===== config.mk =====
export PLATFORM = sky130hd
export DESIGN_NAME = port_controller
export DESIGN_NICKNAME = d
export VERILOG_FILES = /design/src/io_pkg.sv /design/src/gpio.sv /design/src/pwm_led.sv /design/src/uart_tx.sv /design/src/interrupt_controller.sv /design/src/port_controller.sv
export SDC_FILE = /design/constraint.sdc
export NUM_CORES = 1
export LEC_CHECK = 0
export BUFFER_PORTS_ARGS = -buffer_cell sky130_fd_sc_hd__buf_2
export CAP_MARGIN = 15
export CELL_PAD_IN_SITES_DETAIL_PLACEMENT = 1
export CELL_PAD_IN_SITES_GLOBAL_PLACEMENT = 1
export CORE_ASPECT_RATIO = 1.1
export CORE_MARGIN = 5
export CORE_UTILIZATION = 47
export DETAILED_ROUTE_END_ITERATION = 12
export PLACE_DENSITY = 0.9
export SETUP_SLACK_MARGIN = 0.1
export SYNTH_ARGS = -nofsm -noshare
export SYNTH_HDL_FRONTEND = slang
export SYNTH_SLANG_ARGS = --single-unit

===== constraint.sdc =====
create_clock -name CLK -period 2.7 [get_ports CLK]
set_input_delay 0.54 -clock CLK [delete_from_list [all_inputs] [get_ports CLK]]
set_output_delay 0.54 -clock CLK [all_outputs]
set_load 0.01 [all_outputs]

===== src/io_pkg.sv =====
// address map, register offsets and widths shared by the IO port controller
// peripherals get one register-access bundle and decode their own offset
// UART bit time is very short so that frames stay short in simulation
package io_pkg;

	// CPU bus
	localparam int DATA_BITS = 16;
	localparam int ADDR_BITS = 16;
	localparam int REG_ADDR_BITS = 4;
	localparam int SEL_BITS = 4;   // top nibble of the address

	// peripheral selects, same map as the full system
	localparam logic [SEL_BITS-1:0] SEL_UART = 4'h0;
	localparam logic [SEL_BITS-1:0] SEL_GPIO = 4'h1;
	localparam logic [SEL_BITS-1:0] SEL_PWM = 4'h2;
	localparam logic [SEL_BITS-1:0] SEL_IRQ = 4'h7;

	// pins
	localparam int GPIO_OUT_BITS = 4;
	localparam int GPIO_IN_BITS = 6;
	localparam int PWM_BITS = 8;

	// interrupt sources
	localparam int IRQ_COUNT = 3;
	localparam int IRQ_GPIO = 0;
	localparam int IRQ_UART = 1;
	localparam int IRQ_PWM = 2;

	// UART timing
	localparam int CLKS_PER_BIT = 16;
	localparam int UART_DIV_BITS = $clog2(CLKS_PER_BIT);
	localparam int UART_FRAME_BITS = 10;   // start, 8 data, stop
	localparam int UART_CNT_BITS = $clog2(UART_FRAME_BITS);

	// register offsets per peripheral
	localparam logic [REG_ADDR_BITS-1:0] REG_UART_DATA = 4'd0;
	localparam logic [REG_ADDR_BITS-1:0] REG_UART_STATUS = 4'd1;

	localparam logic [REG_ADDR_BITS-1:0] REG_GPIO_OUT = 4'd0;
	localparam logic [REG_ADDR_BITS-1:0] REG_GPIO_IN = 4'd1;
	localparam logic [REG_ADDR_BITS-1:0] REG_GPIO_MASK = 4'd2;

	localparam logic [REG_ADDR_BITS-1:0] REG_PWM_R = 4'd0;
	localparam logic [REG_ADDR_BITS-1:0] REG_PWM_G = 4'd1;
	localparam logic [REG_ADDR_BITS-1:0] REG_PWM_B = 4'd2;

	localparam logic [REG_ADDR_BITS-1:0] REG_IRQ_PENDING = 4'd0;
	localparam logic [REG_ADDR_BITS-1:0] REG_IRQ_ENABLE = 4'd1;

	// bundle the controller drives to every peripheral
	typedef struct packed {
		logic [REG_ADDR_BITS-1:0] reg_addr;
		logic [DATA_BITS-1:0] wdata;
	} reg_access_t;

endpackage


===== src/gpio.sv =====
// GPIO block with an output register, a mask and a level interrupt
// inputs pass through two flops, so changes show two cycles late
`timescale 1ns/1ns

module gpio (
	input  logic CLK,
	input  logic RSTb,
	input  io_pkg::reg_access_t acc,
	input  logic wr,
	output logic [io_pkg::DATA_BITS-1:0] rdata,
	output logic [io_pkg::GPIO_OUT_BITS-1:0] gpio_out,
	input  logic [io_pkg::GPIO_IN_BITS-1:0] gpio_in,
	output logic gpio_int
);
	import io_pkg::*;

	logic [GPIO_OUT_BITS-1:0] out_q;
	logic [GPIO_IN_BITS-1:0] mask_q;
	logic [GPIO_IN_BITS-1:0] sync1_q;
	logic [GPIO_IN_BITS-1:0] sync2_q;

	always_ff @(posedge CLK) begin
		if (!RSTb) begin
			out_q <= '0;
			mask_q <= '0;
			sync1_q <= '0;
			sync2_q <= '0;
		end else begin
			sync1_q <= gpio_in;
			sync2_q <= sync1_q;
			if (wr && acc.reg_addr == REG_GPIO_OUT)
				out_q <= acc.wdata[GPIO_OUT_BITS-1:0];
			if (wr && acc.reg_addr == REG_GPIO_MASK)
				mask_q <= acc.wdata[GPIO_IN_BITS-1:0];
		end
	end

	assign gpio_out = out_q;

	// level interrupt while any enabled input is high
	assign gpio_int = |(sync2_q & mask_q);

	always_comb begin
		case (acc.reg_addr)
			REG_GPIO_OUT: rdata = DATA_BITS'(out_q);
			REG_GPIO_IN: rdata = DATA_BITS'(sync2_q);
			REG_GPIO_MASK: rdata = DATA_BITS'(mask_q);
			default: rdata = '0;
		endcase
	end

endmodule


===== src/pwm_led.sv =====
// three-channel PWM for the RGB LED, one shared 256-step counter
// a channel is high for exactly duty cycles out of 256, duty 0 is off
// period_wrap marks the last count of each period
`timescale 1ns/1ns

module pwm_led (
	input  logic CLK,
	input  logic RSTb,
	input  io_pkg::reg_access_t acc,
	input  logic wr,
	output logic [io_pkg::DATA_BITS-1:0] rdata,
	output logic led_r,
	output logic led_g,
	output logic led_b,
	output logic period_wrap
);
	import io_pkg::*;

	typedef struct packed {
		logic [PWM_BITS-1:0] r;
		logic [PWM_BITS-1:0] g;
		logic [PWM_BITS-1:0] b;
	} rgb_duty_t;

	rgb_duty_t duty_q;
	logic [PWM_BITS-1:0] cnt_q;

	always_ff @(posedge CLK) begin
		if (!RSTb) begin
			duty_q <= '0;
			cnt_q <= '0;
		end else begin
			cnt_q <= cnt_q + 1'b1;   // free running, wraps at 255
			if (wr) begin
				case (acc.reg_addr)
					REG_PWM_R: duty_q.r <= acc.wdata[PWM_BITS-1:0];
					REG_PWM_G: duty_q.g <= acc.wdata[PWM_BITS-1:0];
					REG_PWM_B: duty_q.b <= acc.wdata[PWM_BITS-1:0];
					default: ;
				endcase
			end
		end
	end

	assign led_r = cnt_q < duty_q.r;
	assign led_g = cnt_q < duty_q.g;
	assign led_b = cnt_q < duty_q.b;
	assign period_wrap = &cnt_q;

	// duties read back in the low byte
	always_comb begin
		case (acc.reg_addr)
			REG_PWM_R: rdata = DATA_BITS'(duty_q.r);
			REG_PWM_G: rdata = DATA_BITS'(duty_q.g);
			REG_PWM_B: rdata = DATA_BITS'(duty_q.b);
			default: rdata = '0;
		endcase
	end

endmodule


===== src/uart_tx.sv =====
// UART transmitter, 8N1, CLKS_PER_BIT cycles per bit
// a data write while busy is dropped, poll status bit 0 first
// tx_done pulses one cycle after the stop bit ends
`timescale 1ns/1ns

module uart_tx (
	input  logic CLK,
	input  logic RSTb,
	input  io_pkg::reg_access_t acc,
	input  logic wr,
	output logic [io_pkg::DATA_BITS-1:0] rdata,
	output logic uart_tx,
	output logic tx_done
);
	import io_pkg::*;

	logic busy_q;
	logic tx_q;
	logic done_q;
	logic [UART_DIV_BITS-1:0] div_q;
	logic [UART_CNT_BITS-1:0] bit_q;
	logic [UART_FRAME_BITS-2:0] shift_q;   // data bits then stop bit
	logic start;
	logic bit_end;

	assign start = wr && (acc.reg_addr == REG_UART_DATA) && !busy_q;
	assign bit_end = busy_q && (div_q == UART_DIV_BITS'(CLKS_PER_BIT - 1));

	always_ff @(posedge CLK) begin
		if (!RSTb) begin
			busy_q <= 1'b0;
			tx_q <= 1'b1;   // line idles high
			done_q <= 1'b0;
			div_q <= '0;
			bit_q <= '0;
		end else begin
			done_q <= 1'b0;
			if (start) begin
				busy_q <= 1'b1;
				tx_q <= 1'b0;   // start bit
				div_q <= '0;
				bit_q <= '0;
			end else if (busy_q) begin
				div_q <= div_q + 1'b1;
				if (bit_end) begin
					div_q <= '0;
					if (bit_q == UART_CNT_BITS'(UART_FRAME_BITS - 1)) begin
						busy_q <= 1'b0;   // stop bit done
						done_q <= 1'b1;
						tx_q <= 1'b1;
					end else begin
						tx_q <= shift_q[0];
						bit_q <= bit_q + 1'b1;
					end
				end
			end
		end
	end

	// payload shifts out LSB first, ones fill from the top
	always_ff @(posedge CLK) begin
		if (start)
			shift_q <= {1'b1, acc.wdata[UART_FRAME_BITS-3:0]};
		else if (bit_end)
			shift_q <= {1'b1, shift_q[UART_FRAME_BITS-2:1]};
	end

	assign uart_tx = tx_q;
	assign tx_done = done_q;

	always_comb begin
		rdata = '0;
		if (acc.reg_addr == REG_UART_STATUS)
			rdata[0] = busy_q;
	end

	a_idle_high: assert property (@(posedge CLK) disable iff (!RSTb)
		!busy_q |-> uart_tx);

endmodule


===== src/interrupt_controller.sv =====
// collects peripheral events into pending bits on their rising edge
// writing ones to pending clears them, a new edge in the same cycle wins
// irq and interrupt are registered, one cycle behind pending
`timescale 1ns/1ns

module interrupt_controller (
	input  logic CLK,
	input  logic RSTb,
	input  io_pkg::reg_access_t acc,
	input  logic wr,
	output logic [io_pkg::DATA_BITS-1:0] rdata,
	input  logic [io_pkg::IRQ_COUNT-1:0] sources,
	output logic [io_pkg::IRQ_COUNT-1:0] irq,
	output logic interrupt
);
	import io_pkg::*;

	logic [IRQ_COUNT-1:0] src_q;
	logic [IRQ_COUNT-1:0] pending_q;
	logic [IRQ_COUNT-1:0] enable_q;
	logic [IRQ_COUNT-1:0] irq_q;
	logic int_q;
	logic [IRQ_COUNT-1:0] rise;
	logic [IRQ_COUNT-1:0] clr;

	assign rise = sources & ~src_q;
	assign clr = (wr && acc.reg_addr == REG_IRQ_PENDING) ? acc.wdata[IRQ_COUNT-1:0] : '0;

	always_ff @(posedge CLK) begin
		if (!RSTb) begin
			src_q <= '0;
			pending_q <= '0;
			enable_q <= '0;
			irq_q <= '0;
			int_q <= 1'b0;
		end else begin
			src_q <= sources;
			pending_q <= (pending_q & ~clr) | rise;
			if (wr && acc.reg_addr == REG_IRQ_ENABLE)
				enable_q <= acc.wdata[IRQ_COUNT-1:0];
			irq_q <= pending_q & enable_q;
			int_q <= |(pending_q & enable_q);
		end
	end

	assign irq = irq_q;
	assign interrupt = int_q;

	always_comb begin
		case (acc.reg_addr)
			REG_IRQ_PENDING: rdata = DATA_BITS'(pending_q);
			REG_IRQ_ENABLE: rdata = DATA_BITS'(enable_q);
			default: rdata = '0;
		endcase
	end

	a_int_is_or: assert property (@(posedge CLK) disable iff (!RSTb)
		interrupt == |irq);

endmodule


===== src/port_controller.sv =====
// memory-mapped IO controller for the 16-bit CPU bus
// reads return registered data one cycle after the address, writes take one edge
// only UART, GPIO, PWM and the interrupt controller are mapped
// every other range reads as zero and ignores writes
`timescale 1ns/1ns

module port_controller (
	input  logic CLK,
	input  logic RSTb,
	input  logic [io_pkg::ADDR_BITS-1:0] addr,
	input  logic [io_pkg::DATA_BITS-1:0] wdata,
	input  logic mem_wr,
	input  logic mem_rd,
	output logic [io_pkg::DATA_BITS-1:0] rdata,
	input  logic [io_pkg::GPIO_IN_BITS-1:0] gpio_in,
	output logic [io_pkg::GPIO_OUT_BITS-1:0] gpio_out,
	output logic led_r,
	output logic led_g,
	output logic led_b,
	output logic uart_tx,
	output logic [io_pkg::IRQ_COUNT-1:0] irq,
	output logic interrupt
);
	import io_pkg::*;

	reg_access_t acc;
	logic [SEL_BITS-1:0] sel;
	logic wr_uart;
	logic wr_gpio;
	logic wr_pwm;
	logic wr_irq;
	logic [DATA_BITS-1:0] rd_uart;
	logic [DATA_BITS-1:0] rd_gpio;
	logic [DATA_BITS-1:0] rd_pwm;
	logic [DATA_BITS-1:0] rd_irq;
	logic [DATA_BITS-1:0] rd_mux;
	logic gpio_int;
	logic tx_done;
	logic period_wrap;
	logic [IRQ_COUNT-1:0] irq_src;

	assign sel = addr[ADDR_BITS-1 -: SEL_BITS];
	assign acc = '{reg_addr: addr[REG_ADDR_BITS-1:0], wdata: wdata};

	// decode stage, one strobe and one read source per range
	always_comb begin
		wr_uart = 1'b0;
		wr_gpio = 1'b0;
		wr_pwm = 1'b0;
		wr_irq = 1'b0;
		rd_mux = '0;   // unmapped
		case (sel)
			SEL_UART: begin
				wr_uart = mem_wr;
				rd_mux = rd_uart;
			end
			SEL_GPIO: begin
				wr_gpio = mem_wr;
				rd_mux = rd_gpio;
			end
			SEL_PWM: begin
				wr_pwm = mem_wr;
				rd_mux = rd_pwm;
			end
			SEL_IRQ: begin
				wr_irq = mem_wr;
				rd_mux = rd_irq;
			end
			default: ;
		endcase
	end

	// return stage, holds while no read
	always_ff @(posedge CLK) begin
		if (!RSTb)
			rdata <= '0;
		else if (mem_rd)
			rdata <= rd_mux;
	end

	assign irq_src[IRQ_GPIO] = gpio_int;
	assign irq_src[IRQ_UART] = tx_done;
	assign irq_src[IRQ_PWM] = period_wrap;

	uart_tx u_uart (
		.CLK(CLK), .RSTb(RSTb), .acc(acc), .wr(wr_uart), .rdata(rd_uart),
		.uart_tx(uart_tx), .tx_done(tx_done)
	);

	gpio u_gpio (
		.CLK(CLK), .RSTb(RSTb), .acc(acc), .wr(wr_gpio), .rdata(rd_gpio),
		.gpio_out(gpio_out), .gpio_in(gpio_in), .gpio_int(gpio_int)
	);

	pwm_led u_pwm (
		.CLK(CLK), .RSTb(RSTb), .acc(acc), .wr(wr_pwm), .rdata(rd_pwm),
		.led_r(led_r), .led_g(led_g), .led_b(led_b), .period_wrap(period_wrap)
	);

	interrupt_controller u_irq (
		.CLK(CLK), .RSTb(RSTb), .acc(acc), .wr(wr_irq), .rdata(rd_irq),
		.sources(irq_src), .irq(irq), .interrupt(interrupt)
	);

	a_one_strobe: assert property (@(posedge CLK) disable iff (!RSTb)
		$onehot0({wr_uart, wr_gpio, wr_pwm, wr_irq}));

endmodule


==> results.yml, run 1 <==
yosys:
  ys_warn_count: 0
  ys_ff_latch: 94
  synth.distinct_cells: 61
  avgSynthCellArea_um2: 9.88
  syn-cell-area_um2: 4550
  synth_top_flop_cell: "dfxtp_1"
  synth_top_area_cell: "dfxtp_1"
  synthArstFlopShare_pct: 0
  synthTopCellsByArea: "dfxtp_1, mux2i_1, ha_1"
  synth_top_area_share_pct: 37.9
  yosysSeqAreaShare_pct: 43.2
  netlist_instances: 460
  synth_edf_count: 8
grt:
  antenna_found_initial: 0
  grtUsageTotal_pct: 20.1
  grt_pass1_vias: 3767
  grt_pass1_wl_um: 18900
  grt_overflow: 0
  grt_max_degree: 43
timing:
  tightestPinTransition_ps: 593
  rsz0062_at_grt: "false"
  max_freq_mhz: 402
  setup_viol: 0
  slew_violations: 0
  setup_tns_ps: 0
  finalHoldViolCount: 0
  slew_headroom_pct: 59.5
  period_share_pct: 92.0
  period_needed_ps: 2480
  clock_skew_ps: 14.0
drt:
  first_pass_iters: 4
  wire_per_inst_um: 19.1
  drtAntennaViolNets: 0
  via_per_inst: 5.67
  drc_errors: 0
  drt_iter0_drc: 285
  routed_wl_um: 11900
  vias: 3550
clocking:
  cts_setup_buffers: 0
  cts_max_path_buffers: 2
  cts_root_buffer: "clkbuf_8"
  hold_buffers: 0
  insertion_delay_ps: 370
  ctsResizeCount: 0
  numCtsBuffers: 9
  cts_max_level: 3
  clk_pin_slew_ps: 90
  cts_tree: "yes"
  numClockSinks: 94
cells_and_area:
  fin_nets: 571
  final_util_pct: 53.4
  regArea_um2: 1960
  antennaDiodeCount: 0
  areaGrowthSynthToFinish_pct: 10.4
  n_fill_cell: 1061
  multi_input_area_um2: 2350
  drive_gt1_share_pct: 17.1
pwr:
  ir_worst_vdd_uv: 289
  finalPower_mw: 2.48
  powerDensity_nw_per_um2: 494
  leakage_nw: 2.28
outcome:
  status: "finished clean"
worst_setup_path:
  end_kind: "output port"
  critPathLaunchType: "flip-flop"
  critPathLaunch: "u_pwm.duty_q[17]$_SDFFE_PN0P_"
  cp.arrival_ps: 1940
  critPathRequiredTime_ps: 2160
  crit_fanout: 3
  path_class: "flip-flop to output port"
  reg2reg_from: "u_gpio.gpio_out[1]$_SDFFE_PN0P_"
floorplan:
  std_cell_rows: 37
  start_util_pct: 48.4
  die_height_um: 113
  dieArea_um2: 11700
  io-pin-count: 70
  die_x_um: 104
  coreArea_um2: 9400
place:
  dp_hpwl_um: 8830
  portBuffers: 45
  gp_congestion: 0.974
min_path:
  min_from: "gpio_in[0]"
  hp-class: "input pin to flip-flop"
flow_run:
  max-cap-violations: 0
worst paths after layout:
check                                       to  slack (ps)  cells past startpoint
setup / recovery                         led_r         220                      6
setup reg to reg         rdata[1]$_SDFFE_PN0P_         910                      4
hold / removal    u_gpio.sync1_q[0]$_SDFF_PN0_         370                      2
hold reg to reg   u_gpio.sync2_q[1]$_SDFF_PN0_         440                      1
state kept, by name, summed over array words and instances (netlist names), 3 cells and up:
signal,flops
rdata,8
u_gpio.gpio_out,4
u_gpio.mask_q,6
u_gpio.sync1_q,6
u_gpio.sync2_q,6
u_irq.enable_q,3
u_irq.irq,3
u_irq.pending_q,3
u_irq.src_q,3
u_pwm.cnt_q,8
u_pwm.duty_q,24
u_uart.bit_q,4
u_uart.div_q,4
u_uart.shift_q,8
worst max-delay path, stage by stage (launching register included):
cell and delay (ps):
dfxtp_1 380, inv_1 70, ha_1 290, a211oi_1 360, o31ai_1 160, a31oi_1 170
buf_2 150
layout make-up:
type / count / share of cell area [%]
Timing Repair Buffer: 53 / 5.68
Multi-Input combinational cell: 318 / 46.8
Inverter: 28 / 2.09
Tap cell: 117 / 2.92
Sequential cell: 94 / 39.1
Clock inverter: 1 / 0.0997
Clock buffer: 15 / 3.32
synthesized netlist by cell type, types with 2 or more instances:
| cell | instances |
|---|---|
| clkbuf_1 | 9 |
| and4_1 | 2 |
| mux2_2 | 8 |
| and2_1 | 15 |
| and3_1 | 9 |
| a22oi_1 | 5 |
| inv_1 | 27 |
| o21ai_0 | 7 |
| a22o_1 | 4 |
| a32o_1 | 2 |
| o2bb2ai_1 | 10 |
| nand4_1 | 4 |
| buf_4 | 8 |
| o31ai_1 | 3 |
| nor3_1 | 4 |
| edfxtp_1 | 8 |
| nand2_1 | 13 |
| a21oi_1 | 9 |
| or3_1 | 2 |
| nor2_1 | 61 |
| xnor2_1 | 4 |
| a221oi_1 | 4 |
| nor2b_1 | 4 |
| a32oi_1 | 2 |
| a21o_1 | 7 |
| buf_2 | 7 |
| nand3_2 | 3 |
| nor4b_2 | 2 |
| nand3_1 | 13 |
| xor2_1 | 6 |
| dfxtp_1 | 86 |
| a211oi_1 | 5 |
| buf_6 | 2 |
| a31oi_1 | 4 |
| nand2b_1 | 4 |
| mux2i_1 | 48 |
| ha_1 | 25 |
cell usage in the layout (no fill, tap or decap), drive strengths merged, types with 10 or more instances in the layout:
cell,Yosys,routed
nand3,16,16
buf,18,53
ha,25,25
dfxtp,86,86
nand2,13,13
clkbuf,9,15
o2bb2ai,10,10
mux2i,48,48
inv,27,27
nor2,61,61
and2,15,15
per-stage QoR:
| step | instance area, um^2 | hold WS [ps] | cells | setup WS (ps) |
|---|---|---|---|---|
| final | 5020 | 371 | 626 | 215 |
| after global routing | 5020 | 370 | 626 | 145 |
| after CTS | 5010 | 364 | 625 | 177 |
| after detailed placement | 4840 | 420 | 609 | 13.1 |
| after global placement | 4840 | 416 | 609 | 63.5 |
| after floorplan | 4570 | 412 | 467 | 867 |
power breakdown:
part	internal [mW]	switching, mW
Clock	0.387	0.474
Combinational	0.0683	0.123
Sequential	1.42	0.0120
metal layers:
metal	global-route usage, %	wire length (um)	vias up
met3	3.82	431	26
li1	-	-	1703
met2	37.0	6450	74
met4	8.72	321	0
met5	0	0	-
met1	22.5	4740	1747
cell families (layout without fill, tap and decap cells):
group | after synthesis | count (layout) | synth area share, %
AND/OR/NAND/NOR | 147 | 147 | 17.5
other | 1 | 8 | 0.0825
XOR/XNOR | 10 | 10 | 1.93
adder cells (fa/ha/maj) | 25 | 25 | 6.88
AO/OA/AOI/OAI | 72 | 72 | 12.2
multiplexers | 56 | 56 | 12.6
flip-flops | 94 | 94 | 43.2
buffers and inverters | 55 | 97 | 5.73
No activity file was read; power rests on OpenSTA's default activity.
==> run 2: changes to the inputs <==
- CORE_MARGIN: 5 -> 3
==> run 2 against run 1 <==
Count of clock-buffer cells in the layout decreased by 6; flip-flop and latch count stayed put; fmax is 0.91% higher; clock power is 5.2% lower; core utilization fell by 0.080 points; total power decreased by 1.7%; sequential power hardly changed; cell area fell by 0.15%; first-iteration DRC count fell by 16%; clock skew decreased by 4.2 ps.
==> results.yml, run 2 (same netlist as run 1, synthesis figures left out) <==
timing:
  clock_skew_ps: 9.78
  setup_viol: 0
  slew_violations: 0
  max_freq_mhz: 406
  period_share_pct: 91.2
  period_needed_ps: 2460
  finalHoldViolCount: 0
  setup_tns_ps: 0
  slew_headroom_pct: 63.6
  tightestPinTransition_ps: 546
  rsz0062_at_grt: "false"
floorplan:
  start_util_pct: 48.4
  io-pin-count: 70
  dieArea_um2: 10900
  die_height_um: 109
  std_cell_rows: 37
  coreArea_um2: 9400
  die_x_um: 99.8
drt:
  vias: 3538
  first_pass_iters: 4
  wire_per_inst_um: 18.8
  routed_wl_um: 11800
  drtAntennaViolNets: 0
  drt_iter0_drc: 238
  drc_errors: 0
  via_per_inst: 5.65
cells_and_area:
  multi_input_area_um2: 2350
  layout_commonest_cell: "dfxtp_1"
  regArea_um2: 1960
  drive_gt1_share_pct: 17.5
  n_fill_cell: 1102
  antennaDiodeCount: 0
  largest_reg_flops: 24
  regMostFlops: "u_pwm.duty_q"
  areaGrowthSynthToFinish_pct: 10.3
  final_cell_mix: "dfxtp_1, nor2_1, mux2i_1"
  instances_no_fill: 626
  fin_nets: 571
clocking:
  clk_pin_slew_ps: 90
  cts_setup_buffers: 0
  cts_max_level: 3
  numCtsBuffers: 9
  hold_buffers: 0
  numClockSinks: 94
  ctsResizeCount: 0
  cts_root_buffer: "clkbuf_8"
  cts_tree: "yes"
  cts_max_path_buffers: 2
  insertion_delay_ps: 370
min_path:
  hp-class: "input pin to flip-flop"
  holdPathStages: 2
  holdPathEnd: "u_gpio.sync1_q[4]$_SDFF_PN0_"
  min_from: "gpio_in[4]"
worst_setup_path:
  reg2reg_slack_ps: 1040
  cpPeakStageDelay_ps: 470
  critPathLaunchType: "flip-flop"
  critPathRequiredTime_ps: 2160
  path_class: "flip-flop to output port"
  path_cells: "ha_1 > a21o_1 > a21oi_1 > o31ai_1 > a31oi_1 > buf_2"
  r2r_cells: 4
  crit_family: "compound AO/OA/AOI/OAI gates"
  critPathSlowestCell: "dfxtp_1"
  cp.arrival_ps: 1920
  cp_num_buf_inv: 1
  r2r_end: "rdata[0]$_SDFFE_PN0P_"
  end_kind: "output port"
  crit_fanout: 6
  reg2reg_from: "u_uart.busy_q$_SDFF_PN0_"
outcome:
  status: "finished clean"
grt:
  grt_max_degree: 38
  grtUsageTotal_pct: 22.5
  antenna_found_initial: 0
  grt_pass1_wl_um: 18800
  grt_pass1_vias: 3762
  grt_overflow: 0
place:
  portBuffers: 45
  dp_cells: 610
  gp_congestion: 0.939
  dp_hpwl_um: 8780
pwr:
  ir_worst_vdd_uv: 287
  powerDensity_nw_per_um2: 486
  leakage_nw: 2.28
flow_run:
  max-cap-violations: 0
run 2: changes by cell type in the layout (fill, tap and decap cells not counted):
cell        previous run  this run
clkbuf_1               4         0
clkbuf_8              11         9
clkinv_1               1         3
clkinv_2               1         2
clkinv_4               0         1
clkinvlp_4             0         1
inv_4                  0         1
run 2: report_power, final:
| part | internal (mW) | switching [mW] |
|---|---|---|
| logic | 0.0683 | 0.124 |
| clock network | 0.327 | 0.489 |
| registers | 1.42 | 0.0127 |
run 2: through the flow:
step | power [mW] | cell area [um^2] | hold WS (ps) | worst slack, ps | utilization, %
6_report | 2.44 | 5010 | 372 | 238 | 53.3
3_3_place_gp | 1.64 | 4850 | 418 | 547 | 51.6
2_1_floorplan | 1.57 | 4570 | 412 | 867 | -
4_1_cts | 2.46 | 5010 | 357 | 226 | 53.3
3_5_place_dp | 1.65 | 4850 | 422 | 477 | 51.6
5_1_grt | 2.54 | 5010 | 374 | 126 | 53.3
run 2: layout make-up:
cell class | instances | area share, %
repair buffers | 53 | 5.69
inverters | 28 | 2.10
clock buffers | 9 | 2.47
multi-input cells | 318 | 46.9
clock inverters | 7 | 0.799
well taps | 117 | 2.92
flip-flops and latches | 94 | 39.1
run 2: worst max-delay path by stage:
stage                     slack (ps)  cells past startpoint                      endpoint                      start
after CTS                        230                      6                         led_b  u_pwm.cnt_q[4]$_SDFF_PN0_
after global routing             130                      6                         led_g  u_pwm.cnt_q[4]$_SDFF_PN0_
after detailed placement         480                      6  u_pwm.duty_q[2]$_SDFFE_PN0P_                    addr[1]
after global placement           550                      6  u_pwm.duty_q[3]$_SDFFE_PN0P_                    addr[1]
after floorplan                  870                      5   u_uart.shift_q[0]$_DFFE_PP_                    addr[0]
final                            240                      6                         led_b  u_pwm.cnt_q[4]$_SDFF_PN0_
run 2: metal layers:
| layer | part of all wire, % | up-vias | GRT usage (%) | wire [um] |
|---|---|---|---|---|
| li1 | - | 1707 | - | - |
| met1 | 41 | 1734 | 25.2 | 4770 |
| met2 | 53 | 70 | 40.8 | 6200 |
| met3 | 3.1 | 27 | 2.88 | 362 |
| met4 | 3.5 | 0 | 12.7 | 417 |
| met5 | 0 | - | 0 | 0 |
run 2: worst reg2reg max path, delay by kind of cell (launching register included):
kind	cells	cell delay, ps
flops	1	540
compound gates	3	420
simple gates	1	620
